**config.mk**
```make
export PLATFORM = sky130hd
export DESIGN_NAME = keyb_led_regs
export DESIGN_NICKNAME = d
export VERILOG_FILES = /design/src/hw/esp_cmd_pkg.sv /design/src/hw/trs_bus_pkg.sv /design/src/hw/keyb_led_regs.sv
export SDC_FILE = /design/constraint.sdc
export NUM_CORES = 1
export LEC_CHECK = 0
export BUFFER_PORTS_ARGS = -buffer_cell sky130_fd_sc_hd__buf_2
export CELL_PAD_IN_SITES_DETAIL_PLACEMENT = 0
export CELL_PAD_IN_SITES_GLOBAL_PLACEMENT = 1
export CORE_ASPECT_RATIO = 1.4
export CORE_UTILIZATION = 30
export CTS_CLUSTER_DIAMETER = 30
export DETAILED_ROUTE_END_ITERATION = 16
export PLACE_DENSITY_LB_ADDON = 0.1
export SETUP_SLACK_MARGIN = 0.02
export SLEW_MARGIN = 20
export SYNTH_ARGS = -nofsm -noshare
export SYNTH_HDL_FRONTEND = slang
export SYNTH_SLANG_ARGS = --single-unit
```
**constraint.sdc**
```tcl
create_clock -name clk -period 3.3 [get_ports clk]
set_input_delay 0.825 -clock clk [delete_from_list [all_inputs] [get_ports clk]]
set_output_delay 0.825 -clock clk [all_outputs]
set_load 0.02 [all_outputs]
```
**src/hw/esp_cmd_pkg.sv**
```systemverilog
`default_nettype none

package esp_cmd_pkg;

  typedef logic [7:0] esp_byte_t;  // one byte on the spi channel

  // numbering kept from the board firmware, gaps belong to dropped functions
  typedef enum logic [7:0] {
    get_cookie          = 8'd0,
    set_breakpoint      = 8'd6,
    clear_breakpoint    = 8'd7,
    enable_breakpoints  = 8'd11,
    disable_breakpoints = 8'd12,
    get_version         = 8'd15,
    abus_read           = 8'd18,
    send_keyb           = 8'd19,
    set_led             = 8'd26
  } esp_opcode_e;

  localparam esp_byte_t COOKIE = 8'haf;  // lets the esp probe for the fpga

  localparam logic [2:0] VERSION_MAJOR = 3'd0;
  localparam logic [4:0] VERSION_MINOR = 5'd3;

  localparam int MAX_PARAMS = 3;  // set_breakpoint takes the most

  typedef logic [1:0] param_idx_t;  // selects a parameter byte

endpackage

`default_nettype wire

```
**src/hw/trs_bus_pkg.sv**
```systemverilog
`default_nettype none

package trs_bus_pkg;

  typedef logic [15:0] trs_addr_t;  // z80 address bus

  // keyboard matrix, 8 rows of 8 keys
  typedef logic [7:0] keyb_row_t;
  typedef logic [2:0] keyb_row_idx_t;

endpackage

`default_nettype wire

```
**src/hw/keyb_led_regs.sv**
```systemverilog
`default_nettype none

module keyb_led_regs (
  input  logic                     clk,
  input  logic                     rst,
  input  logic                     action,
  input  esp_cmd_pkg::esp_opcode_e opcode,
  input  esp_cmd_pkg::esp_byte_t   param0,
  input  esp_cmd_pkg::esp_byte_t   param1,
  output logic                     led_red,
  output logic                     led_green,
  output logic                     led_blue,
  output logic                     key_pressed
);
  import esp_cmd_pkg::*;
  import trs_bus_pkg::*;

  localparam int NUM_ROWS = 2 ** $bits(keyb_row_idx_t);

  keyb_row_t     matrix [NUM_ROWS];
  keyb_row_idx_t row;  // low bits of param0
  keyb_row_t     any_row;

  assign row = param0[$bits(keyb_row_idx_t)-1:0];

  always_ff @(posedge clk) begin
    if (rst) begin
      for (int i = 0; i < NUM_ROWS; i++) matrix[i] <= '0;  // nothing pressed
      led_red   <= 1'b0;
      led_green <= 1'b0;
      led_blue  <= 1'b0;
    end else if (action) begin
      if (opcode == send_keyb) matrix[row] <= param1;
      if (opcode == set_led) begin
        led_red   <= param0[0];
        led_green <= param0[1];
        led_blue  <= param0[2];
      end
    end
  end

  // fold all rows together
  always_comb begin
    any_row = '0;
    for (int i = 0; i < NUM_ROWS; i++) any_row = any_row | matrix[i];
  end

  assign key_pressed = |any_row;

endmodule

`default_nettype wire

```
# After elaboration in Yosys (flattened, before gate mapping)
# Memories as Yosys holds them, arrays and structs flattened.
# Index checks and enable logic that the tools add are counted.
[word_totals] regBits=3 ram_bits=64 inputBits=27 out_inout_bits=4 elab_cells=25 mem_count=1
[memory_table] name="matrix" words=8 word_bits=8 read_ports=8 rd_clocked_by_memory_dff=0 wr=8 line="keyb_led_regs.sv:20" text="keyb_row_t matrix [NUM_ROWS];"
[classes] n_eq_ne=2 n_mux=9 bitwise_logic=7 reduce_logical=3
[op_table] cell="8-bit OR" count=7
[op_table] cell="8-bit by 5-bit equality test with 1-bit output, second input constant" count=2
[op_table] cell="8-bit OR reduction" count=2
[op_table] cell="8-bit 2-to-1 mux" count=1
[op_table] cell="1-bit 2-to-1 mux" count=7
[op_table] cell="3-bit 2-to-1 mux" count=1
[op_table] cell="2-bit AND reduction" count=1

# Longest topological paths before layout
# Gate-level depths: netlist of the first run.
[depth] word_depth=8 ltp_mapped=4 ltp_nobuf=3

# Worst setup path before layout of the first run
# Ideal clock, no wire load.
[synth_timing] kind="input to register" from="input port opcode[6]" to="memory matrix[1][0] (netlist name), enable pin" setup_time_ns=0.375 t_arrival_ns=1.998 setup_slack_ns=0.927 stages=4 path_buffers=1 path_cell_list="and4bb_2 nand4b_4 buf_6 o21bai_1"
[synth_lines] element="start, declared" line="keyb_led_regs.sv:7" text="input esp_cmd_pkg::esp_opcode_e opcode,"
[synth_lines] element="end, declared" line="keyb_led_regs.sv:20"

==> results of run 1 <==
## routing by layer
metal / track usage (%) / wire [um] / vias to the layer above
met2: 26.1 / 3740 / 43
met5: 0 / 0 / -
met1: 18.4 / 2960 / 927
li1: - / - / 847
met4: 7.19 / 141 / 0
met3: 4.47 / 253 / 9
## logic make-up after synthesis
logic type / after synthesis
and+or+nand+nor: 101
buffers and inverters: 23
DFF: 67
AOI/OAI and AO/OA: 8
muxes: 3
## worst register-to-register path, cell delays in order, from the launching register on
cell,delay (ns)
dfxtp_1,0.34
nand2b_1,0.06
mux2i_1,0.13
## per-stage QoR
stage	util, %	total power, mW	worst slack [ns]
finish	36.7	1.91	0.466
detailed placement	34.1	1.11	0.721
CTS	36.7	1.93	0.474
global placement	34.1	1.10	0.744
floorplan	-	1.05	0.927
global route	36.7	1.98	0.413
## cell type report
type,count,share of cell area (%)
repair buffers,38,6.35
clock buffers,10,6.53
clock inverters,5,0.606
multi-input cells,112,24.5
inverters,8,0.856
well taps,132,4.71
flip-flops and latches,67,56.5
## power by group through the flow
stage	sequential, mW	combinational, mW	clock, mW
2_1_floorplan	0.994	0.0553	0
3_3_place_gp	0.996	0.105	0
3_5_place_dp	0.999	0.107	0
4_1_cts	0.982	0.107	0.840
5_1_grt	0.985	0.113	0.877
6_report	0.982	0.105	0.822
## Yosys cell counts, types with 2 or more instances
cell type	count	area [um2]
buf_2	7	35.0
buf_6	6	67.6
clkbuf_1	2	7.51
clkinv_1	8	30.0
dfxtp_1	3	60.1
edfxtp_1	64	1920
mux2i_1	3	30.0
nand2b_1	8	50.1
nand4_1	4	25.0
nor3_1	34	170
nor3_2	30	300
nor3b_4	2	37.5
nor4_1	16	100
o21bai_1	8	60.1
## state kept, by name (all words and copies together) (netlist names)
| signal | cells |
|---|---|
| led_red | 1 |
| led_green | 1 |
| matrix | 64 |
| led_blue | 1 |
## how the worst max path moves through the flow
| stage | slack (ns) | endpoint | start | cells past startpoint |
|---|---|---|---|---|
| after floorplan | 0.93 | matrix[1][0] | opcode[6] | 4 |
| after global placement | 0.74 | matrix[5][3] | rst | 5 |
| after detailed placement | 0.72 | matrix[5][3] | rst | 5 |
| after CTS | 0.47 | key_pressed | matrix[7][0] | 4 |
| after global routing | 0.41 | key_pressed | matrix[7][0] | 4 |
| final | 0.47 | key_pressed | matrix[7][0] | 4 |
==> results by group, run 1 <==
Hold path
  – Worst Hold Depth: 2
  – Worst Hold Class: register to register
  – HP Start: led_green
  – Worst Hold Path EP: led_green

Synthesis
  – Main combinational cell family by area after synthesis: simple AND/OR/NAND/NOR gates
  – Post-Syn Area: 2980 um2
  – Mean area per synthesized cell: 14.8 um2
  – Synth cell types: 21
  – Primary FF master, synth: edfxtp_1
  – Synth Area in Compound Gates: 2.02%
  – Async SR Flop Fraction: 0%
  – Synthesis Warnings: 0
  – Cell count after synthesis: 202
  – Adder-cell share of the synthesized area: 0%
  – Post-synthesis xor/xnor area fraction: 0%
  – Yosys reg bits: 67
  – Register area share after synthesis: 66.5%
  – Post-synth EDFFs: 64
  – Syn Nets: 229
  – Post-synthesis mux area share: 1.01%
  – Area share of and/or/nand/nor cells after synthesis: 25.8%

STA
  – Max-slew violations: 0
  – F_max: 353 MHz
  – Final Hold Vio Count: 0
  – WHS: 0.473 ns
  – Unrepaired setup endpoints after global routing: false
  – Least-Margin Pin Slew: 0.541 ns
  – Fin crit share: 85.9%
  – Rel. slew slack: 64.0%
  – Post-route minimum period: 2.83 ns
  – Setup-failing EPs final: 0
  – TNS Setup: 0 ns
  – Clock Skew: 0 ns

Die
  – Initial Util: 31.2%
  – Core Box Area: 9560 um2
  – DIE AREA: 10300 um2
  – I/O Pins: 31
  – Die W: 86.2 um
  – Die H: 120 um
  – Row count: 42

Critical path
  – Startpoint Class: register
  – Flop-to-flop setup slack: 2.69 ns
  – CP Capture Type: output port
  – Worst Path Buf+Inv: 1
  – Max incr delay on CP: 0.54 ns
  – Crit path required time: 2.47 ns
  – Reg2reg start: led_red
  – Critical Path Fanout Max: 1
  – Cell Chain, Critical Path: nor4_1 > nand4_1 > or4_1 > buf_2
  – Critical path's top delay family: simple AND/OR/NAND/NOR gates
  – Crit path kind: register to output port
  – Crit path DAT: 2.01 ns
  – Slowest cell on the critical path: or4_1
  – Worst R2R End: led_red
  – Worst R2R Path Depth: 2

Cells and area
  – FF/Latch Area: 1980 um2
  – Commonest non-fill, non-tap cell in the layout: edfxtp_1
  – Final Non-Filler Cells: 372
  – Final-stage net count: 263
  – Layout area overhead: 17.7%
  – Area of the multi-input gates: 858 um2
  – Share of cells above drive strength 1: 35.4%
  – Antenna cells: 0
  – Commonest cells after routing, fill and taps aside: edfxtp_1, nor3_1, nor3_2
  – Final instance area: 3510 um2
  – Fillers: 985

GRT
  – Largest net degree at the start of global routing: 26
  – Antenna violations before repair: 0
  – Total global-route track usage: 15.6%
  – Vias in the first global route: 1955
  – GR Overflow Total: 0
  – First-pass GRT wire length: 11.2 mm

Placed design
  – Routability Congestion: 0.704
  – Dpl cells: 357
  – Detail Placement HPWL: 4.64 mm
  – Port Buffers: 25
  – Area post-placement: 3260 um2

Pwr
  – Clock share of power: 43.0%
  – Psw: 416 uW
  – Combinational power share: 5.5%
  – VDD IR-drop max: 286 uV
  – Pwr per Cell Area: 544 nW/um2
  – Sequential Power Share: 51.4%
  – Internal: 1.49 mW
  – Cell leakage power: 1.07 nW
  – Switching share of power: 21.8%

Clocking
  – Cts repair resizes: 0
  – CTS tree: yes
  – Hold Buf Count CTS: 0
  – Buffer count from post-CTS setup fixing: 0
  – CTS buffer count: 9
  – Clk Latency, worst-skew pair: 0.33 ns
  – H-tree Lvls: 3
  – Clk buf depth: 2
  – Clock Sinks: 67
  – Reg clk slew, reported paths: 0.05 ns
  – Root Buffer: clkbuf_16

Drt
  – Final WL: 7.09 mm
  – DRT Pass-1 Iters: 4
  – Drt initial violations: 141
  – DRC Markers: 0
  – Via count: 1826
  – Antenna-violating nets left: 0
  – Wire length per cell: 19.1 um
  – Vias per cell: 4.91

Run status
  – Outcome: finished, final reports clean

Flow run
  – Max Cap Viol: 0
No activity file was read; power rests on OpenSTA's default activity.
==> run 2: changes to the inputs <==
--- a/config.mk
+++ b/config.mk
@@ -10,6 +10,7 @@
 export CELL_PAD_IN_SITES_GLOBAL_PLACEMENT = 1
 export CORE_ASPECT_RATIO = 1.4
 export CORE_UTILIZATION = 30
+export CTS_BUF_LIST = sky130_fd_sc_hd__clkbuf_16
 export CTS_CLUSTER_DIAMETER = 30
 export DETAILED_ROUTE_END_ITERATION = 16
 export PLACE_DENSITY_LB_ADDON = 0.1
==> run 2 against run 1 <==
  * Worst hold slack about the same
  * Non-clock buffer count unchanged
  * Combinational power about the same
  * Register-to-register slack about the same
  * Maximum frequency about the same
  * Sequential cell count unchanged
  * Clock skew unchanged
==> results by group, run 2 (synthesis gave the netlist of run 1 again) <==
Cells and area
  – Final instance area: 3510 um2 (unchanged)
  – Fin util: 36.7% (unchanged)
  – Final-stage net count: 263 (unchanged)
  – Antenna cells: 0 (unchanged)
  – Commonest non-fill, non-tap cell in the layout: edfxtp_1
  – Reg with most FFs: matrix
  – Area of the multi-input gates: 858 um2 (unchanged)
  – Final Non-Filler Cells: 372 (unchanged)
  – FF/Latch Area: 1980 um2 (unchanged)
  – Fillers: 985 (unchanged)
  – Share of cells above drive strength 1: 35.4% (unchanged)
  – Commonest cells after routing, fill and taps aside: edfxtp_1, nor3_1, nor3_2
  – Max FFs per register: 64 (unchanged)
  – Layout area overhead: 17.7% (unchanged)

Clocking
  – CTS tree: yes
  – CTS buffer count: 9 (unchanged)
  – Root Buffer: clkbuf_16
  – Clk Latency, worst-skew pair: 0.33 ns (about the same)
  – Clock Sinks: 67 (unchanged)
  – Cts repair resizes: 0 (unchanged)
  – Clk buf depth: 2 (unchanged)
  – Reg clk slew, reported paths: 0.05 ns (about the same)
  – H-tree Lvls: 3 (unchanged)
  – Hold Buf Count CTS: 0 (unchanged)
  – Buffer count from post-CTS setup fixing: 0 (unchanged)

Pwr
  – Sequential Power Share: 51.5% (about the same)
  – Combinational power share: 5.5% (about the same)
  – Cell leakage power: 1.07 nW (+0.39%)
  – Clock share of power: 43.0% (about the same)
  – VDD IR-drop max: 286 uV (about the same)
  – Psw: 417 uW (+0.16%)
  – Switching share of power: 21.9% (+0.064 points)
  – Pwr per Cell Area: 543 nW/um2 (-0.13%)
  – Internal: 1.49 mW (-0.21%)

Critical path
  – Critical path's top delay family: simple AND/OR/NAND/NOR gates
  – Reg2reg start: led_red
  – Cell Chain, Critical Path: nor4_1 > nand4_1 > or4_1 > buf_2
  – Startpoint Class: register
  – Worst Path Buf+Inv: 1 (unchanged)
  – CP Capture Type: output port
  – Crit path DAT: 2.01 ns (about the same)
  – Crit path required time: 2.47 ns (about the same)
  – Flop-to-flop setup slack: 2.69 ns (about the same)
  – Worst setup path start: matrix[7][0]
  – Slowest cell on the critical path: or4_1
  – Max incr delay on CP: 0.54 ns (about the same)
  – Critical Path Fanout Max: 1 (unchanged)
  – Crit path kind: register to output port

Die
  – Core Box Area: 9560 um2 (unchanged)
  – Row count: 42 (unchanged)
  – I/O Pins: 31 (unchanged)
  – DIE AREA: 10300 um2 (unchanged)
  – Die W: 86.2 um (unchanged)
  – Initial Util: 31.2% (unchanged)
  – Die H: 120 um (unchanged)

Flow run
  – Max Cap Viol: 0 (unchanged)

STA
  – Post-route minimum period: 2.83 ns (+0.00000900 ns)
  – Clock Skew: 0 ns (unchanged)
  – Fin crit share: 85.9% (about the same)
  – TNS Setup: 0 ns (unchanged)
  – Max-slew violations: 0 (unchanged)
  – Final Hold Vio Count: 0 (unchanged)
  – Rel. slew slack: 64.0% (unchanged)
  – Unrepaired setup endpoints after global routing: false
  – Least-Margin Pin Slew: 0.541 ns (unchanged)
  – WHS: 0.473 ns (+0.0000800 ns)
  – F_max: 353 MHz (about the same)
  – Setup-failing EPs final: 0 (unchanged)

Drt
  – Drt initial violations: 143 (+1.4%)
  – DRC Markers: 0 (unchanged)
  – Wire length per cell: 19.1 um (about the same)
  – Antenna-violating nets left: 0 (unchanged)
  – DRT Pass-1 Iters: 4 (unchanged)
  – Via count: 1826 (unchanged)
  – Vias per cell: 4.91 (unchanged)
  – Final WL: 7.09 mm (about the same)

Run status
  – Outcome: finished, final reports clean

GRT
  – Antenna violations before repair: 0 (unchanged)
  – Vias in the first global route: 1955 (unchanged)
  – Total global-route track usage: 15.6% (unchanged)
  – First-pass GRT wire length: 11.2 mm (unchanged)
  – Largest net degree at the start of global routing: 26 (unchanged)
  – GR Overflow Total: 0 (unchanged)

Placed design
  – Port Buffers: 25 (unchanged)
  – Routability Congestion: 0.704 (unchanged)
  – Area post-placement: 3260 um2 (unchanged)
  – Dpl cells: 357 (unchanged)
  – Detail Placement HPWL: 4.64 mm (unchanged)

Hold path
  – HP Start: led_green
  – Worst Hold Class: register to register
==> run 2: cell types whose count changed in the layout (fill, tap and decap cells not counted) <==
cell,change
clkbuf_1,-1
inv_1,+1
==> run 2: power by group through the flow <==
stage / Combinational (mW) / Sequential, mW / Clock (mW)
final: 0.105 / 0.982 / 0.819
after global routing: 0.113 / 0.985 / 0.874
after CTS: 0.107 / 0.982 / 0.837
after detailed placement: 0.107 / 0.999 / 0
after global placement: 0.105 / 0.996 / 0
after floorplan: 0.0553 / 0.994 / 0
==> run 2: worst paths after layout <==
check                      to  depth (start not counted)
setup / recovery  key_pressed                          4
hold / removal      led_green                          2
setup reg to reg      led_red                          2
hold reg to reg     led_green                          2
==> run 2: layer usage <==
metal	global-route usage [%]	part of all wire (%)	vias up
li1	-	-	847
met1	18.4	42	927
met2	26.1	53	43
met3	4.47	3.6	9
met4	7.19	2.0	0
met5	0	0	-
==> run 2: layout make-up <==
class                      instances  share of cell area, %
clock buffer                       9                   6.42
tap                              132                   4.71
clock inverter                     6                  0.713
timing repair buffer              38                   6.35
multi-input combinational        112                   24.5
inverter                           8                  0.856
sequential                        67                   56.5
==> run 2: worst register-to-register path: cells and delay by family, from the launching register on <==
kind / cells / cell delay (ns)
flip-flops: 1 / 0.34
AND/OR/NAND/NOR: 1 / 0.06
multiplexers: 1 / 0.13
==> run 2: stage by stage <==
step	total power [mW]	setup WS, ns
2_1_floorplan	1.05	0.927
3_3_place_gp	1.10	0.744
3_5_place_dp	1.11	0.721
4_1_cts	1.93	0.474
5_1_grt	1.97	0.413
6_report	1.91	0.466
==> run 3: changes to the inputs <==
--- a/config.mk
+++ b/config.mk
@@ -5,7 +5,7 @@
 export SDC_FILE = /design/constraint.sdc
 export NUM_CORES = 1
 export LEC_CHECK = 0
-export BUFFER_PORTS_ARGS = -buffer_cell sky130_fd_sc_hd__buf_2
+export BUFFER_PORTS_ARGS = -buffer_cell sky130_fd_sc_hd__clkbuf_2
 export CELL_PAD_IN_SITES_DETAIL_PLACEMENT = 0
 export CELL_PAD_IN_SITES_GLOBAL_PLACEMENT = 1
 export CORE_ASPECT_RATIO = 1.4
@@ -14,7 +14,7 @@
 export CTS_CLUSTER_DIAMETER = 30
 export DETAILED_ROUTE_END_ITERATION = 16
 export PLACE_DENSITY_LB_ADDON = 0.1
-export SETUP_SLACK_MARGIN = 0.02
+export SETUP_SLACK_MARGIN = 0.4
 export SLEW_MARGIN = 20
 export SYNTH_ARGS = -nofsm -noshare
 export SYNTH_HDL_FRONTEND = slang
==> run 3 against run 2 <==
  * Setup slack gained 0.094 ns
  * Design area grew 1.2%
  * Sequential share of layout area shrank 0.66 points
  * Combinational power is essentially flat
  * First-iteration DRC count shrank 45%
  * Count of clock-buffer cells in the layout is the same
  * Register-to-register slack is essentially flat
  * Non-clock buffer count grew 1
  * Die area is the same
  * Clock power grew 8.8%
  * Via count shrank 1.9%
==> results by group, run 3 (synthesis gave the netlist of run 1 again) <==
STA
  – Setup-failing EPs final: 0 (unchanged)
  – TNS Setup: 0 ns (unchanged)
  – F_max: 365 MHz (+3.4%)
  – Rel. slew slack: 64.8% (+0.85 points)
  – Fin crit share: 83.0% (-2.8 points)
  – Least-Margin Pin Slew: 0.528 ns (-0.0127 ns)
  – Final Hold Vio Count: 0 (unchanged)
  – Max-slew violations: 0 (unchanged)
  – Post-route minimum period: 2.74 ns (-0.0938 ns)
  – Unrepaired setup endpoints after global routing: false
  – Clock Skew: 0 ns (unchanged)

Clocking
  – CTS tree: yes
  – Root Buffer: clkbuf_16
  – Clk Latency, worst-skew pair: 0.32 ns (about the same)
  – Clk buf depth: 2 (unchanged)
  – Reg clk slew, reported paths: 0.05 ns (about the same)
  – CTS buffer count: 9 (unchanged)
  – H-tree Lvls: 3 (unchanged)
  – Buffer count from post-CTS setup fixing: 0 (unchanged)
  – Clock Sinks: 67 (unchanged)

Cells and area
  – Layout area overhead: 19.1%
  – Commonest non-fill, non-tap cell in the layout: edfxtp_1
  – Final instance area: 3550 um2 (+1.2%)
  – Commonest cells after routing, fill and taps aside: edfxtp_1, nor3_1, nor3_2
  – Area of the multi-input gates: 865 um2 (+0.73%)
  – Max FFs per register: 64 (unchanged)
  – Fin util: 37.1% (+0.43 points)
  – Share of cells above drive strength 1: 35.5% (+0.12 points)
  – Fillers: 970 (-1.5%)
  – Final-stage net count: 264 (+0.38%)
  – Antenna cells: 0 (unchanged)
  – Final Non-Filler Cells: 374 (+0.54%)
  – Reg with most FFs: matrix
  – FF/Latch Area: 1980 um2 (unchanged)

Run status
  – Outcome: finished, final reports clean

Placed design
  – Port Buffers: 25 (unchanged)
  – Dpl cells: 358 (+0.28%)
  – Detail Placement HPWL: 4.68 mm (+0.96%)
  – Area post-placement: 3270 um2 (+0.23%)
  – Routability Congestion: 0.704 (about the same)

Critical path
  – Startpoint Class: register
  – Slowest cell on the critical path: or4_1
  – Crit path required time: 2.47 ns (about the same)
  – Max incr delay on CP: 0.52 ns (-0.02 ns)
  – CP Capture Type: output port
  – Critical Path Fanout Max: 1 (unchanged)
  – Cell Chain, Critical Path: nor4_1 > nand4_1 > or4_1 > clkbuf_2
  – Crit path kind: register to output port
  – Crit path DAT: 1.92 ns (-0.09 ns)

Drt
  – Final WL: 7.02 mm (-1.0%)
  – DRC Markers: 0 (unchanged)
  – Wire length per cell: 18.8 um (-1.6%)
  – Drt initial violations: 78 (-45%)
  – DRT Pass-1 Iters: 4 (unchanged)
  – Via count: 1792 (-1.9%)
  – Vias per cell: 4.79 (-2.4%)
  – Antenna-violating nets left: 0 (unchanged)

Hold path
  – Worst Hold Class: register to register

GRT
  – Antenna violations before repair: 0 (unchanged)
  – Total global-route track usage: 15.4% (-0.26 points)
  – GR Overflow Total: 0 (unchanged)
  – First-pass GRT wire length: 11.1 mm (-0.74%)
  – Largest net degree at the start of global routing: 21 (-19%)
  – Vias in the first global route: 1954 (-0.051%)

Die
  – Die H: 120 um (unchanged)
  – DIE AREA: 10300 um2 (unchanged)
  – Initial Util: 31.2% (unchanged)
  – I/O Pins: 31 (unchanged)
  – Row count: 42 (unchanged)
  – Die W: 86.2 um (unchanged)
  – Core Box Area: 9560 um2 (unchanged)

Flow run
  – Max Cap Viol: 0 (unchanged)

Pwr
  – VDD IR-drop max: 238 uV (-17%)
  – Power Total: 1.98 mW (+3.7%)
  – Pwr per Cell Area: 557 nW/um2 (+2.5%)
  – Cell leakage power: 1.10 nW (+2.3%)
-- run 3: repair_timing --
item                       CTS  global route
hold buffers                 0             0
gates resized for setup      0             1
setup endpoints to repair    0             1
-- run 3: final timing paths --
kind / startpoint / cells after the start / slack (ns) / to
worst max-delay path: matrix[5][3] / 4 / 0.56 / key_pressed
worst min-delay path: led_blue / 2 / 0.48 / led_blue
worst max register to register: led_red / 2 / 2.70 / led_red
worst min register to register: led_blue / 2 / 0.48 / led_blue
-- run 3: per-stage QoR --
step                      setup slack (ns)  hold slack [ns]
after floorplan                      0.927            0.545
after global placement               0.793            0.459
after detailed placement             0.747            0.469
after CTS                            0.494            0.477
after global routing                 0.430            0.525
final                                0.559            0.478
-- run 3: where the power goes --
group | internal [mW] | leakage [nW] | switching (mW) | total [mW]
clock network | 0.568 | 0.146 | 0.323 | 0.891
logic | 0.0306 | 0.318 | 0.0733 | 0.104
registers | 0.970 | 0.631 | 0.0130 | 0.983
-- run 3: critical path: cells and delay by family (launching register included) --
kind / cells / cell delay (ns)
flip-flops: 1 / 0.37
AND/OR/NAND/NOR: 3 / 1.05
buffers and inverters: 1 / 0.17
-- run 3: cell type report --
type                    count  area share, %
well taps                 132           4.65
multi-input cells         112           24.4
clock inverters             7           1.48
clock buffers               9           6.34
flip-flops and latches     67           55.8
repair buffers             39           6.49
inverters                   8          0.846
-- run 3: routing by layer --
layer  share of wire, %  global-route usage (%)  up-vias
met5                  0                       0        -
met2                 53                    26.4       34
li1                   -                       -      855
met1                 41                    17.8      892
met4                2.0                    7.81        0
met3                3.1                    3.37       11
