### config.mk
export PLATFORM = sky130hd
export DESIGN_NAME = breakpoint_unit
export DESIGN_NICKNAME = d
export VERILOG_FILES = /design/src/hw/esp_cmd_pkg.sv /design/src/hw/trs_bus_pkg.sv /design/src/hw/breakpoint_unit.sv
export SDC_FILE = /design/constraint.sdc
export NUM_CORES = 1
export LEC_CHECK = 0
export BUFFER_PORTS_ARGS = -buffer_cell sky130_fd_sc_hd__buf_2
export CAP_MARGIN = 20
export CORE_ASPECT_RATIO = 1.2
export CORE_MARGIN = 8
export CORE_UTILIZATION = 64
export DETAILED_ROUTE_END_ITERATION = 16
export PLACE_DENSITY_LB_ADDON = 0.05
export SLEW_MARGIN = 20
export SYNTH_ARGS = -nofsm -noshare
export SYNTH_HDL_FRONTEND = slang
export SYNTH_SLANG_ARGS = --single-unit
### constraint.sdc
create_clock -name clk -period 7.5 [get_ports clk]
set_clock_uncertainty 0.2 [all_clocks]
set_input_delay 1.5 -clock clk [delete_from_list [all_inputs] [get_ports clk]]
set_output_delay 1.5 -clock clk [all_outputs]
set_load 0.02 [all_outputs]
### src/hw/esp_cmd_pkg.sv
`default_nettype none

package esp_cmd_pkg;

  typedef logic [7:0] esp_byte_t;  // one byte on the spi channel

  // numbering kept from the board firmware, gaps belong to dropped functions
  typedef enum logic [7:0] {
    get_cookie          = 8'd0,
    set_breakpoint      = 8'd6,
    clear_breakpoint    = 8'd7,
    enable_breakpoints  = 8'd11,
    disable_breakpoints = 8'd12,
    get_version         = 8'd15,
    abus_read           = 8'd18,
    send_keyb           = 8'd19,
    set_led             = 8'd26
  } esp_opcode_e;

  localparam esp_byte_t COOKIE = 8'haf;  // lets the esp probe for the fpga

  localparam logic [2:0] VERSION_MAJOR = 3'd0;
  localparam logic [4:0] VERSION_MINOR = 5'd3;

  localparam int MAX_PARAMS = 3;  // set_breakpoint takes the most

  typedef logic [1:0] param_idx_t;  // selects a parameter byte

endpackage

`default_nettype wire

### src/hw/trs_bus_pkg.sv
`default_nettype none

package trs_bus_pkg;

  typedef logic [15:0] trs_addr_t;  // z80 address bus

  // keyboard matrix, 8 rows of 8 keys
  typedef logic [7:0] keyb_row_t;
  typedef logic [2:0] keyb_row_idx_t;

endpackage

`default_nettype wire

### src/hw/breakpoint_unit.sv
`default_nettype none

module breakpoint_unit #(
  parameter int NUM_BREAKPOINTS = 8
) (
  input  logic                                 clk,
  input  logic                                 rst,
  input  logic                                 action,
  input  esp_cmd_pkg::esp_opcode_e             opcode,
  input  esp_cmd_pkg::esp_byte_t               param0,
  input  esp_cmd_pkg::esp_byte_t               param1,
  input  esp_cmd_pkg::esp_byte_t               param2,
  input  trs_bus_pkg::trs_addr_t               trs_addr,
  input  logic                                 trs_rd_n,
  output logic                                 bp_hit,
  output logic [$clog2(NUM_BREAKPOINTS)-1:0]   bp_index
);
  import esp_cmd_pkg::*;
  import trs_bus_pkg::*;

  localparam int IDX_W = $clog2(NUM_BREAKPOINTS);

  trs_addr_t                  bp_addr [NUM_BREAKPOINTS];
  logic [NUM_BREAKPOINTS-1:0] bp_active;
  logic                       bp_enabled;
  logic [IDX_W-1:0]           slot;      // slot named by param0
  logic                       match_any;
  logic [IDX_W-1:0]           match_idx;

  assign slot = param0[IDX_W-1:0];

  always_ff @(posedge clk) begin
    if (rst) begin
      bp_active  <= '0;
      bp_enabled <= 1'b0;
    end else if (action) begin
      case (opcode)
        set_breakpoint:      bp_active[slot] <= 1'b1;
        clear_breakpoint:    bp_active[slot] <= 1'b0;
        enable_breakpoints:  bp_enabled <= 1'b1;
        disable_breakpoints: bp_enabled <= 1'b0;
        default: ;
      endcase
    end
  end

  // slot addresses, high byte in param2
  always_ff @(posedge clk) begin
    if (action && opcode == set_breakpoint) bp_addr[slot] <= {param2, param1};
  end

  // scan from the top so the lowest matching slot wins
  always_comb begin
    match_any = 1'b0;
    match_idx = '0;
    for (int i = NUM_BREAKPOINTS - 1; i >= 0; i--) begin
      if (bp_active[i] && bp_addr[i] == trs_addr) begin
        match_any = 1'b1;
        match_idx = IDX_W'(i);
      end
    end
  end

  always_ff @(posedge clk) begin
    if (rst) begin
      bp_hit   <= 1'b0;
      bp_index <= '0;
    end else begin
      bp_hit <= !trs_rd_n && bp_enabled && match_any;  // memory reads only
      if (match_any) bp_index <= match_idx;
    end
  end

endmodule

`default_nettype wire

[Word-level counts from Yosys, hierarchy flattened]
Memories as Yosys holds them, arrays and structs flattened.
Cells that the tools add are included.
Storage, ports and cells
  register bits after elaboration: 13
  bits in writable memories: 128
  input port bits: 52
  output and inout bits: 4
  word-level logic and storage cells: 61
  memories kept: 1
Memory list
  bp_addr: words 8, bits a word 16, read ports 8, clocked after memory_dff 0, wr ports 1, RTL line breakpoint_unit.sv:23  | trs_addr_t bp_addr [NUM_BREAKPOINTS];
Cells by class
  $lt $le $gt $ge: 2
  equality and inequality tests: 12
  mux-type cells: 22
  bitwise operators: 3
  reductions and logical operators: 17
Operators by type and width (count)
  equality test 16 bit: 8
  2-to-1 mux 3 bit: 8
  equality test 8 x 3 -> 1 bit, second input constant: 2
  equality test 8 x 4 -> 1 bit, second input constant: 2
  case mux 8 bit (2 select lines): 1
  logical AND 1 bit: 12
  2-to-1 mux 1 bit: 11
  AND 8 bit: 1
  NOT 8 bit: 1
  bitwise OR 8 bit: 1
  less-than comparator 3 x 4 -> 1 bit, second input constant: 1
  AND reduction 2 bit: 2
  nonzero test 2 bit: 2
  demux 1 bit (select 3 bit): 1
  >= comparator 3 x 1 -> 1 bit, second input constant: 1
  case mux 1 bit (2 select lines): 1
  logical NOT 1 bit: 1

[Depth between registers and ports, before layout]
Gate-level depths: netlist of run 1.
  depth in word-level cells: 11
  depth in mapped cells: 8

[Worst setup path after synthesis of run 1]
OpenSTA, ideal clock, no wires.
  kind: input port to flip-flop
  from: input port opcode[5]
  to: memory bp_addr[0][0] (netlist bit) (enable)
  library setup time: 0.409 ns
  data arrival time: 3.520 ns
  slack: 3.371 ns
  stages: 6
  buffers on the path: 1
  cells stage by stage: nor4_1 > and2_1 > and4b_1 > clkbuf_1 > nand2_1 > nor3_1
On the way
  longest elaborated chain between the ends: 4
RTL lines
  start, declared: RTL line breakpoint_unit.sv:9  | input esp_cmd_pkg::esp_opcode_e opcode,
  equality test 8 x 3 -> 1 bit: RTL line breakpoint_unit.sv:49  | if (action && opcode == set_breakpoint) bp_addr[slot] <= {param2, param1};
  logical AND 1 bit: RTL line breakpoint_unit.sv:49
  2-to-1 mux 1 bit: RTL line breakpoint_unit.sv:49
  2-to-1 mux 1 bit (implied by the code): RTL line breakpoint_unit.sv:49
  end, declared: RTL line breakpoint_unit.sv:23
Every way passes these cells.

[Worst setup path in the final report of run 1]
  from: input port opcode[5]
  to: memory bp_addr[2][10] (netlist bit) (enable)
The elaborated chain is that of the path after synthesis.

==> flow_metrics.env, run 1 <==
export IMPL_status="finished clean"
export IMPL_via_count=4124
export IMPL_grt_pass1_wl_um=24720
export IMPL_critical_path_class="input pin to flip-flop"
export IMPL_layout_nets=576
export IMPL_synthAdderAreaFrac=0
export IMPL_largest_net_degree_at_the_start_of_global_routing=18
export IMPL_synth_fp_nets=519
export IMPL_dominantRegCellSynth="sky130_fd_sc_hd__edfxtp_1"
export IMPL_path_clk_slew_ps=60
export IMPL_resized_after_cts=0
export IMPL_maxSlewHeadroom=0.2752
export IMPL_ant_nets=0
export IMPL_cts_hold_fix_buffers=0
export IMPL_synthSimpleGateAreaFrac=0.1384
export IMPL_first_global_vias=4061
export IMPL_io_buffers=50
export IMPL_start_util=0.6485
export IMPL_critical_path_startpoint_type="input pin"
export IMPL_setup_viol=0
export IMPL_hold_path_class="flip-flop to flip-flop"
export IMPL_worstPathCellList="buf_2 -> nor4_1 -> and2_1 -> and4b_1 -> nand2_1 -> nor2_1 -> buf_4"
export IMPL_end_kind="flip-flop"
export IMPL_synth_top_cell_area_share=0.6012
export IMPL_seqCellArea_mm2=0.004104
export IMPL_globalplace_congestion=0.9615
export IMPL_yosys_top_cells_count="sky130_fd_sc_hd__edfxtp_1 (128), sky130_fd_sc_hd__xor2_1 (86), sky130_fd_sc_hd__xnor2_1 (42)"
export IMPL_dominant_combinational_cell_family_by_area_after_synthesis="XOR/XNOR gates"
export IMPL_area_growth_synth_to_final_pct=15.07
export IMPL_core_area_mm2=0.009859
export IMPL_detail_route_vias_per_cell=6.220
export IMPL_pin_slew_with_the_least_headroom_to_its_limit_ps=1083
export IMPL_dieArea_mm2=0.01346
export IMPL_seq_area_frac_synth=0.6419
export IMPL_routed_wire_length_per_instance_um=25.43
export IMPL_layout_min_cycle_time_ps=3828
export IMPL_synthCells=467
export IMPL_tritoncts_num_buffers=17
export IMPL_num_antenna_cells=0
export IMPL_setup_tns_final_ps=0
export IMPL_drt_iter0_markers=327
export IMPL_worstSkewPairLatency_ps=420
export IMPL_fillerInstances=655
export IMPL_synth_enable_flop_cells=128
export IMPL_synthXorXnorAreaFrac=0.1753
export IMPL_synth_mux_area_frac=0.001566
export IMPL_number_of_cell_rows=40
export IMPL_post_synth_num_cell_types=41
export IMPL_synth_ff_latch_count=141
export IMPL_crit_family="simple AND/OR/NAND/NOR gates"
export IMPL_netlist_area_mm2=0.006394
export IMPL_grt_total_usage=0.2598
export IMPL_netlist_top_cells_area="sky130_fd_sc_hd__edfxtp_1 (60%), sky130_fd_sc_hd__xor2_1 (12%), sky130_fd_sc_hd__xnor2_1 (5.8%)"
export IMPL_overflow=0
export IMPL_clock_tree_htree_level_count=4
export IMPL_drtPass1Iterations=5
export IMPL_synth_area_per_cell_um2=13.69
export IMPL_total_leakage_power_nw=2.458
export IMPL_critical_path_buf_inv_count=2
export IMPL_antenna_violations_before_repair=0
export IMPL_data_arrival_time_at_the_worst_slack_endpoint_ps=3750
export IMPL_clock_sinks=141
export IMPL_post_cts_setup_buffers=0
export IMPL_wirelength_um=16860
export IMPL_share_of_cells_above_drive_strength_1=0.1713
export IMPL_power_density_cell_area_mw_per_mm2=245.7
export IMPL_critical_path_peak_fanout=10
export IMPL_slew_viol_final=0
export IMPL_post_route_drc_count=0
export IMPL_fp_dieH_um=125.5
export IMPL_worst_path_largest_cell_delay_ps=840
export IMPL_timing_critical_path_slowest_stage_cell="sky130_fd_sc_hd__nor2_1"
export IMPL_synth_top_area_cell="sky130_fd_sc_hd__edfxtp_1"
export IMPL_fmax_mhz=261.3
export IMPL_drv_cap=0
export IMPL_root_buffer="sky130_fd_sc_hd__clkbuf_16"
export IMPL_report_final_hold_viol_count=0
export IMPL_cts_tree="built"
export IMPL_dp_worst_setup_slack_ps=3275
export IMPL_fin_crit_sh=0.5104
export IMPL_max_clock_path_buffers=2
export IMPL_hpwl_um=12380
export IMPL_multi_input_gate_area_in_the_final_layout_mm2=0.002180
export IMPL_irDropWorstVdd_mv=0.1703
export IMPL_rsz_0062_raised_after_global_routing="no"
export IMPL_synth_warnings=0
export IMPL_synth_compound_gate_area_share=0.02250
export IMPL_dieWidth_um=107.2
export IMPL_fin_ws_ps=3672
export IMPL_async_set_reset_flop_share_out_of_synthesis=0
export IMPL_synthMostInstantiatedCell="sky130_fd_sc_hd__edfxtp_1"
export IMPL_timing_critical_path_required_ps=7420
export IMPL_ios=56
-- power breakdown --
group | total (mW) | switching, mW | internal, mW
Combinational | 0.101 | 0.0688 | 0.0322
Clock | 0.851 | 0.349 | 0.502
Sequential | 0.856 | 0.000146 | 0.856
Total | 1.81 | 0.418 | 1.39
-- flip-flops by register name, indices dropped and copies added (netlist names), named ones only --
signal      count
bp_index        3
bp_hit          1
bp_addr       128
bp_enabled      1
-- cells in the final DEF, fill, tap and decap left out, drive strengths merged, types with 2 or more instances in the layout --
master and n:
a211oi 5, a21oi 6, and2 2, and3 3
and4 2, and4b 3, buf 56, bufinv 2
clkbuf 17, clkinvlp 2, dfxtp 13, edfxtp 128
inv 16, nand2 15, nand2b 8, nand3 9
nand4 16, nand4b 6, nor2 28, nor2b 3
nor3 12, nor4 31, nor4b 4, nor4bb 4
o21ai 2, o41ai 2, or3 2, or4 2
xnor2 42, xor2 86
-- worst reg2reg max path, cell delays in order (launching register included) --
cell and delay (ps):
sky130_fd_sc_hd__edfxtp_1 390, sky130_fd_sc_hd__xnor2_1 440, sky130_fd_sc_hd__nor4bb_1 360, sky130_fd_sc_hd__nand4b_1 180, sky130_fd_sc_hd__nor4_1 450, sky130_fd_sc_hd__nor4_1 120, sky130_fd_sc_hd__and4b_1 230, sky130_fd_sc_hd__a21o_1 140
-- final cells by class --
class | instances | share of cell area
inverter | 6 | 0.003061
clock buffer | 17 | 0.05782
multi-input combinational | 302 | 0.2963
timing repair buffer | 56 | 0.04014
sequential | 141 | 0.5578
clock inverter | 15 | 0.02347
tap | 126 | 0.02143
-- per-layer routing --
metal	track usage	part of all wire
met1	0.3259	0.39
met2	0.4060	0.48
met3	0.06269	0.083
met4	0.1353	0.050
met5	0	0
-- path summary, 6_finish.rpt --
check                     start              to  slack, ps  cells past startpoint
setup / recovery      opcode[5]  bp_addr[2][10]       3670                      7
hold / removal       bp_enabled      bp_enabled        270                      2
setup reg to reg  bp_addr[3][8]     bp_index[0]       4890                      7
hold reg to reg      bp_enabled      bp_enabled        270                      2
-- logic make-up after synthesis --
group | after synthesis
simple gates | 152
flops | 141
xor+xnor | 128
buf+inv | 24
compound gates | 21
mux | 1
-- metrics by stage --
| step | area, µm² | power, mW | instances | utilization | hold slack (ps) |
|---|---|---|---|---|---|
| after global placement | 6749 | 0.9704 | 631 | 0.6845 | 247.6 |
| after detailed placement | 6749 | 0.9715 | 631 | 0.6845 | 271.8 |
| final | 7357 | 1.808 | 663 | 0.7462 | 274.3 |
| after global routing | 7357 | 1.847 | 663 | 0.7462 | 305.8 |
| after CTS | 7347 | 1.805 | 663 | 0.7452 | 280.3 |
| after floorplan | 6394 | 0.9305 | 467 | - | 241.4 |
Note: power is estimated with default switching activity, not from simulation.
==> inputs of run 2 (changes only) <==
--- a/config.mk
+++ b/config.mk
@@ -9,7 +9,7 @@
 export CAP_MARGIN = 20
 export CORE_ASPECT_RATIO = 1.2
 export CORE_MARGIN = 8
-export CORE_UTILIZATION = 64
+export CORE_UTILIZATION = 54
 export DETAILED_ROUTE_END_ITERATION = 16
 export PLACE_DENSITY_LB_ADDON = 0.05
 export SLEW_MARGIN = 20
==> constraint.sdc (replaced) <==
create_clock -name clk -period 3.4 [get_ports clk]
set_clock_uncertainty 0.2 [all_clocks]
set_input_delay 0.68 -clock clk [delete_from_list [all_inputs] [get_ports clk]]
set_output_delay 0.68 -clock clk [all_outputs]
set_load 0.02 [all_outputs]
==> run 2 against run 1 <==
Net effect:
- clock-buffer cell count unchanged
- sequential share of layout area decreased by 0.52 points
- first-iteration DRC count is 23% higher
- largest power group is now clock
==> flow_metrics.env, run 2 (synthesis gave the netlist of run 1 again) <==
export IMPL_p_sw_frac=0.2169
export IMPL_globalplace_congestion=0.9445
export IMPL_drv_cap=0
export IMPL_share_of_cells_above_drive_strength_1=0.1763
export IMPL_final_util=0.6420
export IMPL_dieArea_mm2=0.01559
export IMPL_timing_critical_path_slowest_stage_cell="sky130_fd_sc_hd__nor4_1"
export IMPL_most_common_layout_cells="sky130_fd_sc_hd__edfxtp_1 (128), sky130_fd_sc_hd__xor2_1 (86), sky130_fd_sc_hd__buf_2 (50), sky130_fd_sc_hd__xnor2_1 (42), sky130_fd_sc_hd__nor4_1 (31)"
export IMPL_root_buffer="sky130_fd_sc_hd__clkbuf_16"
export IMPL_rsz_0062_raised_after_global_routing="no"
export IMPL_slew_viol_final=0
export IMPL_ant_nets=0
export IMPL_dieWidth_um=115.3
export IMPL_num_antenna_cells=0
export IMPL_critical_path_peak_fanout=8
export IMPL_hold_path_class="input pin to flip-flop"
export IMPL_timing_reg2reg_worst_path_depth=7
export IMPL_worstPathCellList="buf_2 -> xnor2_1 -> nor4bb_1 -> nand4b_1 -> nor4_1 -> nor4_1 -> and4b_1 -> a21o_1"
export IMPL_first_global_vias=3907
export IMPL_hold_depth=2
export IMPL_pin_slew_with_the_least_headroom_to_its_limit_ps=573.6
export IMPL_internal_power_mw=3.185
export IMPL_largest_register_ffs=128
export IMPL_top_cell_by_count_worst_path="sky130_fd_sc_hd__nor4_1"
export IMPL_number_of_cell_rows=43
export IMPL_ios=56
export IMPL_post_cts_setup_buffers=0
export IMPL_most_common_cell_after_layout_fill_and_taps_aside="sky130_fd_sc_hd__edfxtp_1"
export IMPL_setup_viol=0
export IMPL_end_kind="flip-flop"
export IMPL_registers_top_by_ff_count="bp_addr"
export IMPL_area_growth_synth_to_final_pct=16.14
export IMPL_grt_total_usage=0.2284
export IMPL_timing_critical_path_required_ps=3520
export IMPL_fp_dieH_um=135.2
export IMPL_reg_top3="bp_addr x128, bp_index x3"
export IMPL_fin_crit_sh=0.7804
export IMPL_cts_tree="built"
export IMPL_routed_wire_length_per_instance_um=24.56
export IMPL_io_buffers=50
export IMPL_data_arrival_time_at_the_worst_slack_endpoint_ps=2770
export IMPL_setup_tns_final_ps=0
export IMPL_clkPwrFrac=0.480
export IMPL_clock_tree_htree_level_count=4
export IMPL_antenna_violations_before_repair=0
export IMPL_fmax_mhz=376.9
export IMPL_max_clock_path_buffers=2
export IMPL_tritoncts_num_buffers=17
export IMPL_critical_path_class="input pin to flip-flop"
export IMPL_report_final_hold_viol_count=0
export IMPL_layout_min_cycle_time_ps=2653
export IMPL_pwr_share_seq=0.464
export IMPL_worst_path_largest_cell_delay_ps=500
export IMPL_via_count=4036
export IMPL_largest_net_degree_at_the_start_of_global_routing=18
export IMPL_power_switching_mw=0.8822
export IMPL_power_share_combinational=0.055
export IMPL_detail_route_vias_per_cell=5.799
export IMPL_total_leakage_power_nw=2.486
export IMPL_post_route_drc_count=0
export IMPL_path_clk_slew_ps=60
export IMPL_clock_sinks=141
export IMPL_critical_path_startpoint_type="input pin"
export IMPL_layout_nets=578
export IMPL_start_util=0.5527
export IMPL_wirelength_um=17100
export IMPL_drt_iter0_markers=401
export IMPL_irDropWorstVdd_mv=0.3026
export IMPL_core_area_mm2=0.01157
export IMPL_resized_after_cts=0
export IMPL_fillerInstances=910
export IMPL_overflow=0
export IMPL_status="finished clean"
export IMPL_worstSkewPairLatency_ps=420
export IMPL_power_density_cell_area_mw_per_mm2=547.8
export IMPL_maxSlewHeadroom=0.6141
export IMPL_cts_hold_fix_buffers=0
export IMPL_drtPass1Iterations=5
export IMPL_hpwl_um=12600
export IMPL_grt_pass1_wl_um=24680
-- run 2: final cells by class --
type                       count  area [µm²]  area share
multi-input combinational    302        2175      0.2928
tap                          157       196.4     0.02645
inverter                       6       22.52    0.003033
sequential                   141        4104      0.5527
clock inverter                15       192.7     0.02595
clock buffer                  17       425.4     0.05729
timing repair buffer          58       310.3     0.04179
-- run 2: metrics by stage --
stage                     area (µm²)  power, mW  hold WS [ps]  cells  setup WS [ps]
after floorplan                 6394      2.052         241.4    467          90.60
after global placement          6808      2.145         256.5    664          468.4
after CTS                       7426      4.074         204.6    696          796.3
final                           7426      4.068         212.1    696          746.6
after detailed placement        6808      2.147         261.4    664          430.9
after global routing            7426      4.150         215.3    696          572.3
-- run 2: power by group through the flow --
stage | Clock (mW) | Combinational (mW) | Sequential [mW]
after floorplan | 0 | 0.126 | 1.93
after global placement | 0 | 0.220 | 1.92
after detailed placement | 0 | 0.222 | 1.93
after CTS | 1.96 | 0.224 | 1.89
after global routing | 2.02 | 0.240 | 1.89
final | 1.95 | 0.225 | 1.89
-- run 2: final timing paths --
| kind | start | slack (ps) | to |
|---|---|---|---|
| setup / recovery | trs_addr[13] | 750 | bp_index[0] |
| hold / removal | trs_rd_n | 210 | bp_hit |
| setup reg to reg | bp_addr[3][13] | 830 | bp_index[0] |
| hold reg to reg | bp_index[2] | 270 | bp_index[2] |
-- run 2: per-layer routing --
layer	GRT usage	share of wire
met5	0	0
met4	0.1156	0.037
met3	0.05442	0.060
met2	0.3657	0.49
met1	0.2823	0.42
-- run 2: worst max-delay path, delay by kind of cell --
family,cells,cell delay [ps]
xor+xnor,1,430
buf+inv,1,180
compound gates,1,150
simple gates,5,1340
==> inputs of run 3 (changes only) <==
--- a/config.mk
+++ b/config.mk
@@ -5,11 +5,12 @@
 export SDC_FILE = /design/constraint.sdc
 export NUM_CORES = 1
 export LEC_CHECK = 0
+export ABC_AREA = 1
 export BUFFER_PORTS_ARGS = -buffer_cell sky130_fd_sc_hd__buf_2
 export CAP_MARGIN = 20
 export CORE_ASPECT_RATIO = 1.2
 export CORE_MARGIN = 8
-export CORE_UTILIZATION = 54
+export CORE_UTILIZATION = 55
 export DETAILED_ROUTE_END_ITERATION = 16
 export PLACE_DENSITY_LB_ADDON = 0.05
 export SLEW_MARGIN = 20
==> constraint.sdc (replaced) <==
create_clock -name clk -period 2.3 [get_ports clk]
set_clock_uncertainty 0.2 [all_clocks]
set_input_delay 0.46 -clock clk [delete_from_list [all_inputs] [get_ports clk]]
set_output_delay 0.46 -clock clk [all_outputs]
set_load 0.02 [all_outputs]
==> run 3 against run 2 <==
Net effect:
- critical path type unchanged
- clock-buffer cell count increased by 1
- global-route usage increased by 3.8 points
- hold slack got worse by 120 ps
- synthesized area increased by 18%
- critical endpoint is now bp_addr[6][5]
- critical path depth increased by 3
==> flow_metrics.env, run 3 <==
export IMPL_registers_top_by_ff_count="bp_addr"
export IMPL_worstPathCellList="buf_2 -> nor2_1 -> nand2_1 -> nor3_1 -> nand2_1 -> o21ai_2 -> inv_1 -> nor3_1 -> nand2_1 -> inv_1 -> buf_12"
export IMPL_grt_total_usage=0.2667
export IMPL_critical_path_peak_fanout=14
export IMPL_yosys_top_cells_count="sky130_fd_sc_hd__nand2_1 (195), sky130_fd_sc_hd__edfxtp_1 (128), sky130_fd_sc_hd__nor2_1 (104)"
export IMPL_number_of_cell_rows=47
export IMPL_first_global_vias=6104
export IMPL_power_density_cell_area_mw_per_mm2=660.9
export IMPL_irDropWorstVdd_mv=0.5276
export IMPL_worstSkewPairLatency_ps=430
export IMPL_worst_path_largest_cell_delay_ps=270
export IMPL_routed_wire_length_per_instance_um=19.98
export IMPL_largest_register_ffs=128
export IMPL_fin_crit_sh=0.8967
export IMPL_timing_critical_path_slowest_stage_cell="sky130_fd_sc_hd__nor3_1"
export IMPL_timing_reg2reg_worst_path_depth=9
export IMPL_synth_fp_nets=897
export IMPL_timing_rr_end="bp_index[1]"
export IMPL_synth_top_cell_area_share=0.5097
export IMPL_fmax_mhz=484.9
export IMPL_async_set_reset_flop_share_out_of_synthesis=0
export IMPL_ios=56
export IMPL_synth_enable_flop_cells=128
export IMPL_critical_path_buf_inv_count=4
export IMPL_globalplace_congestion=0.9551
export IMPL_resized_after_cts=0
export IMPL_detailroute_wirelength_met2_um=10320
export IMPL_wirelength_um=22520
export IMPL_placedCellCount=1095
export IMPL_synth_top_area_cell="sky130_fd_sc_hd__edfxtp_1"
export IMPL_detail_route_vias_per_cell=5.678
export IMPL_met3_wirelength_um=1984
export IMPL_root_buffer="sky130_fd_sc_hd__clkbuf_16"
export IMPL_start_util=0.5551
export IMPL_hold_worst_slack_ps=91.71
export IMPL_drv_cap=0
export IMPL_via_count=6399
export IMPL_data_arrival_time_at_the_worst_slack_endpoint_ps=2000
export IMPL_drt_iter0_markers=679
export IMPL_core_area_mm2=0.01358
export IMPL_post_synth_num_cell_types=45
export IMPL_report_final_hold_viol_count=0
export IMPL_cts_hold_fix_buffers=0
export IMPL_setup_viol=0
export IMPL_final_design_area_no_fill_mm2=0.008875
export IMPL_drtPass1Iterations=5
export IMPL_dieWidth_um=122.9
export IMPL_min_delay_worst_endpoint="bp_hit"
export IMPL_num_antenna_cells=0
export IMPL_layout_nets=995
export IMPL_pin_slew_with_the_least_headroom_to_its_limit_ps=470.9
export IMPL_fp_dieH_um=144.3
export IMPL_overflow=0
export IMPL_crit_family="simple AND/OR/NAND/NOR gates"
export IMPL_most_common_cell_after_layout_fill_and_taps_aside="sky130_fd_sc_hd__nand2_1"
export IMPL_synthMostInstantiatedCell="sky130_fd_sc_hd__nand2_1"
export IMPL_rsz_0062_raised_after_global_routing="no"
export IMPL_maxSlewHeadroom=0.6832
export IMPL_synth_warnings=0
export IMPL_synth_ff_latch_count=141
export IMPL_reg_top3="bp_addr x128, bp_index x3"
export IMPL_post_cts_setup_buffers=0
export IMPL_hpwl_um=17190
export IMPL_io_buffers=50
export IMPL_hold_path_class="input pin to flip-flop"
export IMPL_stdcell_count=1127
export IMPL_netlist_top_cells_area="sky130_fd_sc_hd__edfxtp_1 (51%), sky130_fd_sc_hd__nand2_1 (9.7%), sky130_fd_sc_hd__nor2_1 (5.2%)"
export IMPL_end_kind="flip-flop"
export IMPL_clock_tree_htree_level_count=4
export IMPL_antenna_violations_before_repair=0
export IMPL_hold_depth=4
export IMPL_slew_viol_final=0
export IMPL_worst_r2r_setup_slack_ps=350
export IMPL_critical_path_class="input pin to flip-flop"
export IMPL_synth_area_per_cell_um2=8.924
export IMPL_top_cell_by_count_worst_path="sky130_fd_sc_hd__nand2_1"
export IMPL_area_growth_synth_to_final_pct=17.69
export IMPL_layout_min_cycle_time_ps=2062
export IMPL_drt_met1_wl_um=9633
export IMPL_most_common_layout_cells="sky130_fd_sc_hd__nand2_1 (195), sky130_fd_sc_hd__edfxtp_1 (128), sky130_fd_sc_hd__inv_1 (103), sky130_fd_sc_hd__nor2_1 (100), sky130_fd_sc_hd__buf_2 (50)"
export IMPL_dieArea_mm2=0.01773
export IMPL_cts_tree="built"
export IMPL_critical_path_startpoint_type="input pin"
export IMPL_path_clk_slew_ps=60
export IMPL_status="finished clean"
export IMPL_ant_nets=0
export IMPL_setup_tns_final_ps=0
export IMPL_clock_sinks=141
export IMPL_worstReg2RegStart="bp_addr[1][14]"
export IMPL_tritoncts_num_buffers=17
export IMPL_post_route_drc_count=0
export IMPL_dominantRegCellSynth="sky130_fd_sc_hd__edfxtp_1"
export IMPL_synthCells=845
export IMPL_total_leakage_power_nw=3.673
export IMPL_seq_area_frac_synth=0.5442
export IMPL_min_delay_start="trs_rd_n"
export IMPL_detailed_place_area_mm2=0.008322
export IMPL_top_signal_layer_used="met4"
export IMPL_netlist_area_mm2=0.007541
export IMPL_max_clock_path_buffers=2
export IMPL_largest_net_degree_at_the_start_of_global_routing=18
export IMPL_timing_critical_path_required_ps=2240
export IMPL_share_of_cells_above_drive_strength_1=0.1831
export IMPL_grt_pass1_wl_um=34410
[run 3: layer usage]
| layer | up-vias | track usage |
|---|---|---|
| met5 | - | 0 |
| met4 | 0 | 0.1028 |
| met3 | 45 | 0.05273 |
| met2 | 349 | 0.4173 |
| met1 | 2980 | 0.3569 |
| li1 | 3025 | - |
[run 3: report_power, final]
group          internal, mW  total [mW]  leakage [nW]  switching (mW)
Sequential             2.79        2.79          1.25        0.000503
Combinational         0.154       0.462          2.16           0.309
Clock                  1.42        2.61         0.257            1.19
Total                  4.36        5.86          3.67            1.50
[run 3: worst max path at each step]
stage                     startpoint        endpoint  depth (start not counted)
after CTS                  opcode[7]   bp_addr[6][5]                         11
final                      opcode[7]   bp_addr[6][5]                         11
after detailed placement   opcode[7]   bp_addr[6][1]                         11
after global routing       opcode[5]  bp_addr[2][10]                         11
after global placement     opcode[7]   bp_addr[6][1]                         11
after floorplan            opcode[7]   bp_addr[3][0]                          9
[run 3: cells by family after synthesis]
| group | count (synthesis) | share of synthesized area |
|---|---|---|
| AND/OR/NAND/NOR | 441 | 0.2608 |
| flip-flops | 141 | 0.5442 |
| XOR/XNOR | 39 | 0.04530 |
| buffers and inverters | 137 | 0.08147 |
| AO/OA/AOI/OAI | 87 | 0.06819 |
[run 3: final cells by class]
cell class,instances,area [µm²]
flip-flops and latches,141,4104
repair buffers,102,740.7
inverters,114,430.4
clock inverters,14,123.9
clock buffers,18,429.2
fillers,1126,4710
well taps,171,214.0
multi-input cells,567,2833
[run 3: stage by stage]
step,setup WS (ps),power [mW],utilization
after floorplan,31.15,3.093,-
after global placement,-88.81,3.291,0.6126
after detailed placement,-208.0,3.299,0.6126
after CTS,233.8,5.871,0.6533
after global routing,19.19,6.017,0.6533
final,237.6,5.865,0.6533
[run 3: worst min-delay path: stages]
cell and delay [ps]:
sky130_fd_sc_hd__buf_2 70, sky130_fd_sc_hd__nor2_1 30, sky130_fd_sc_hd__nand2_1 70, sky130_fd_sc_hd__a31oi_1 40
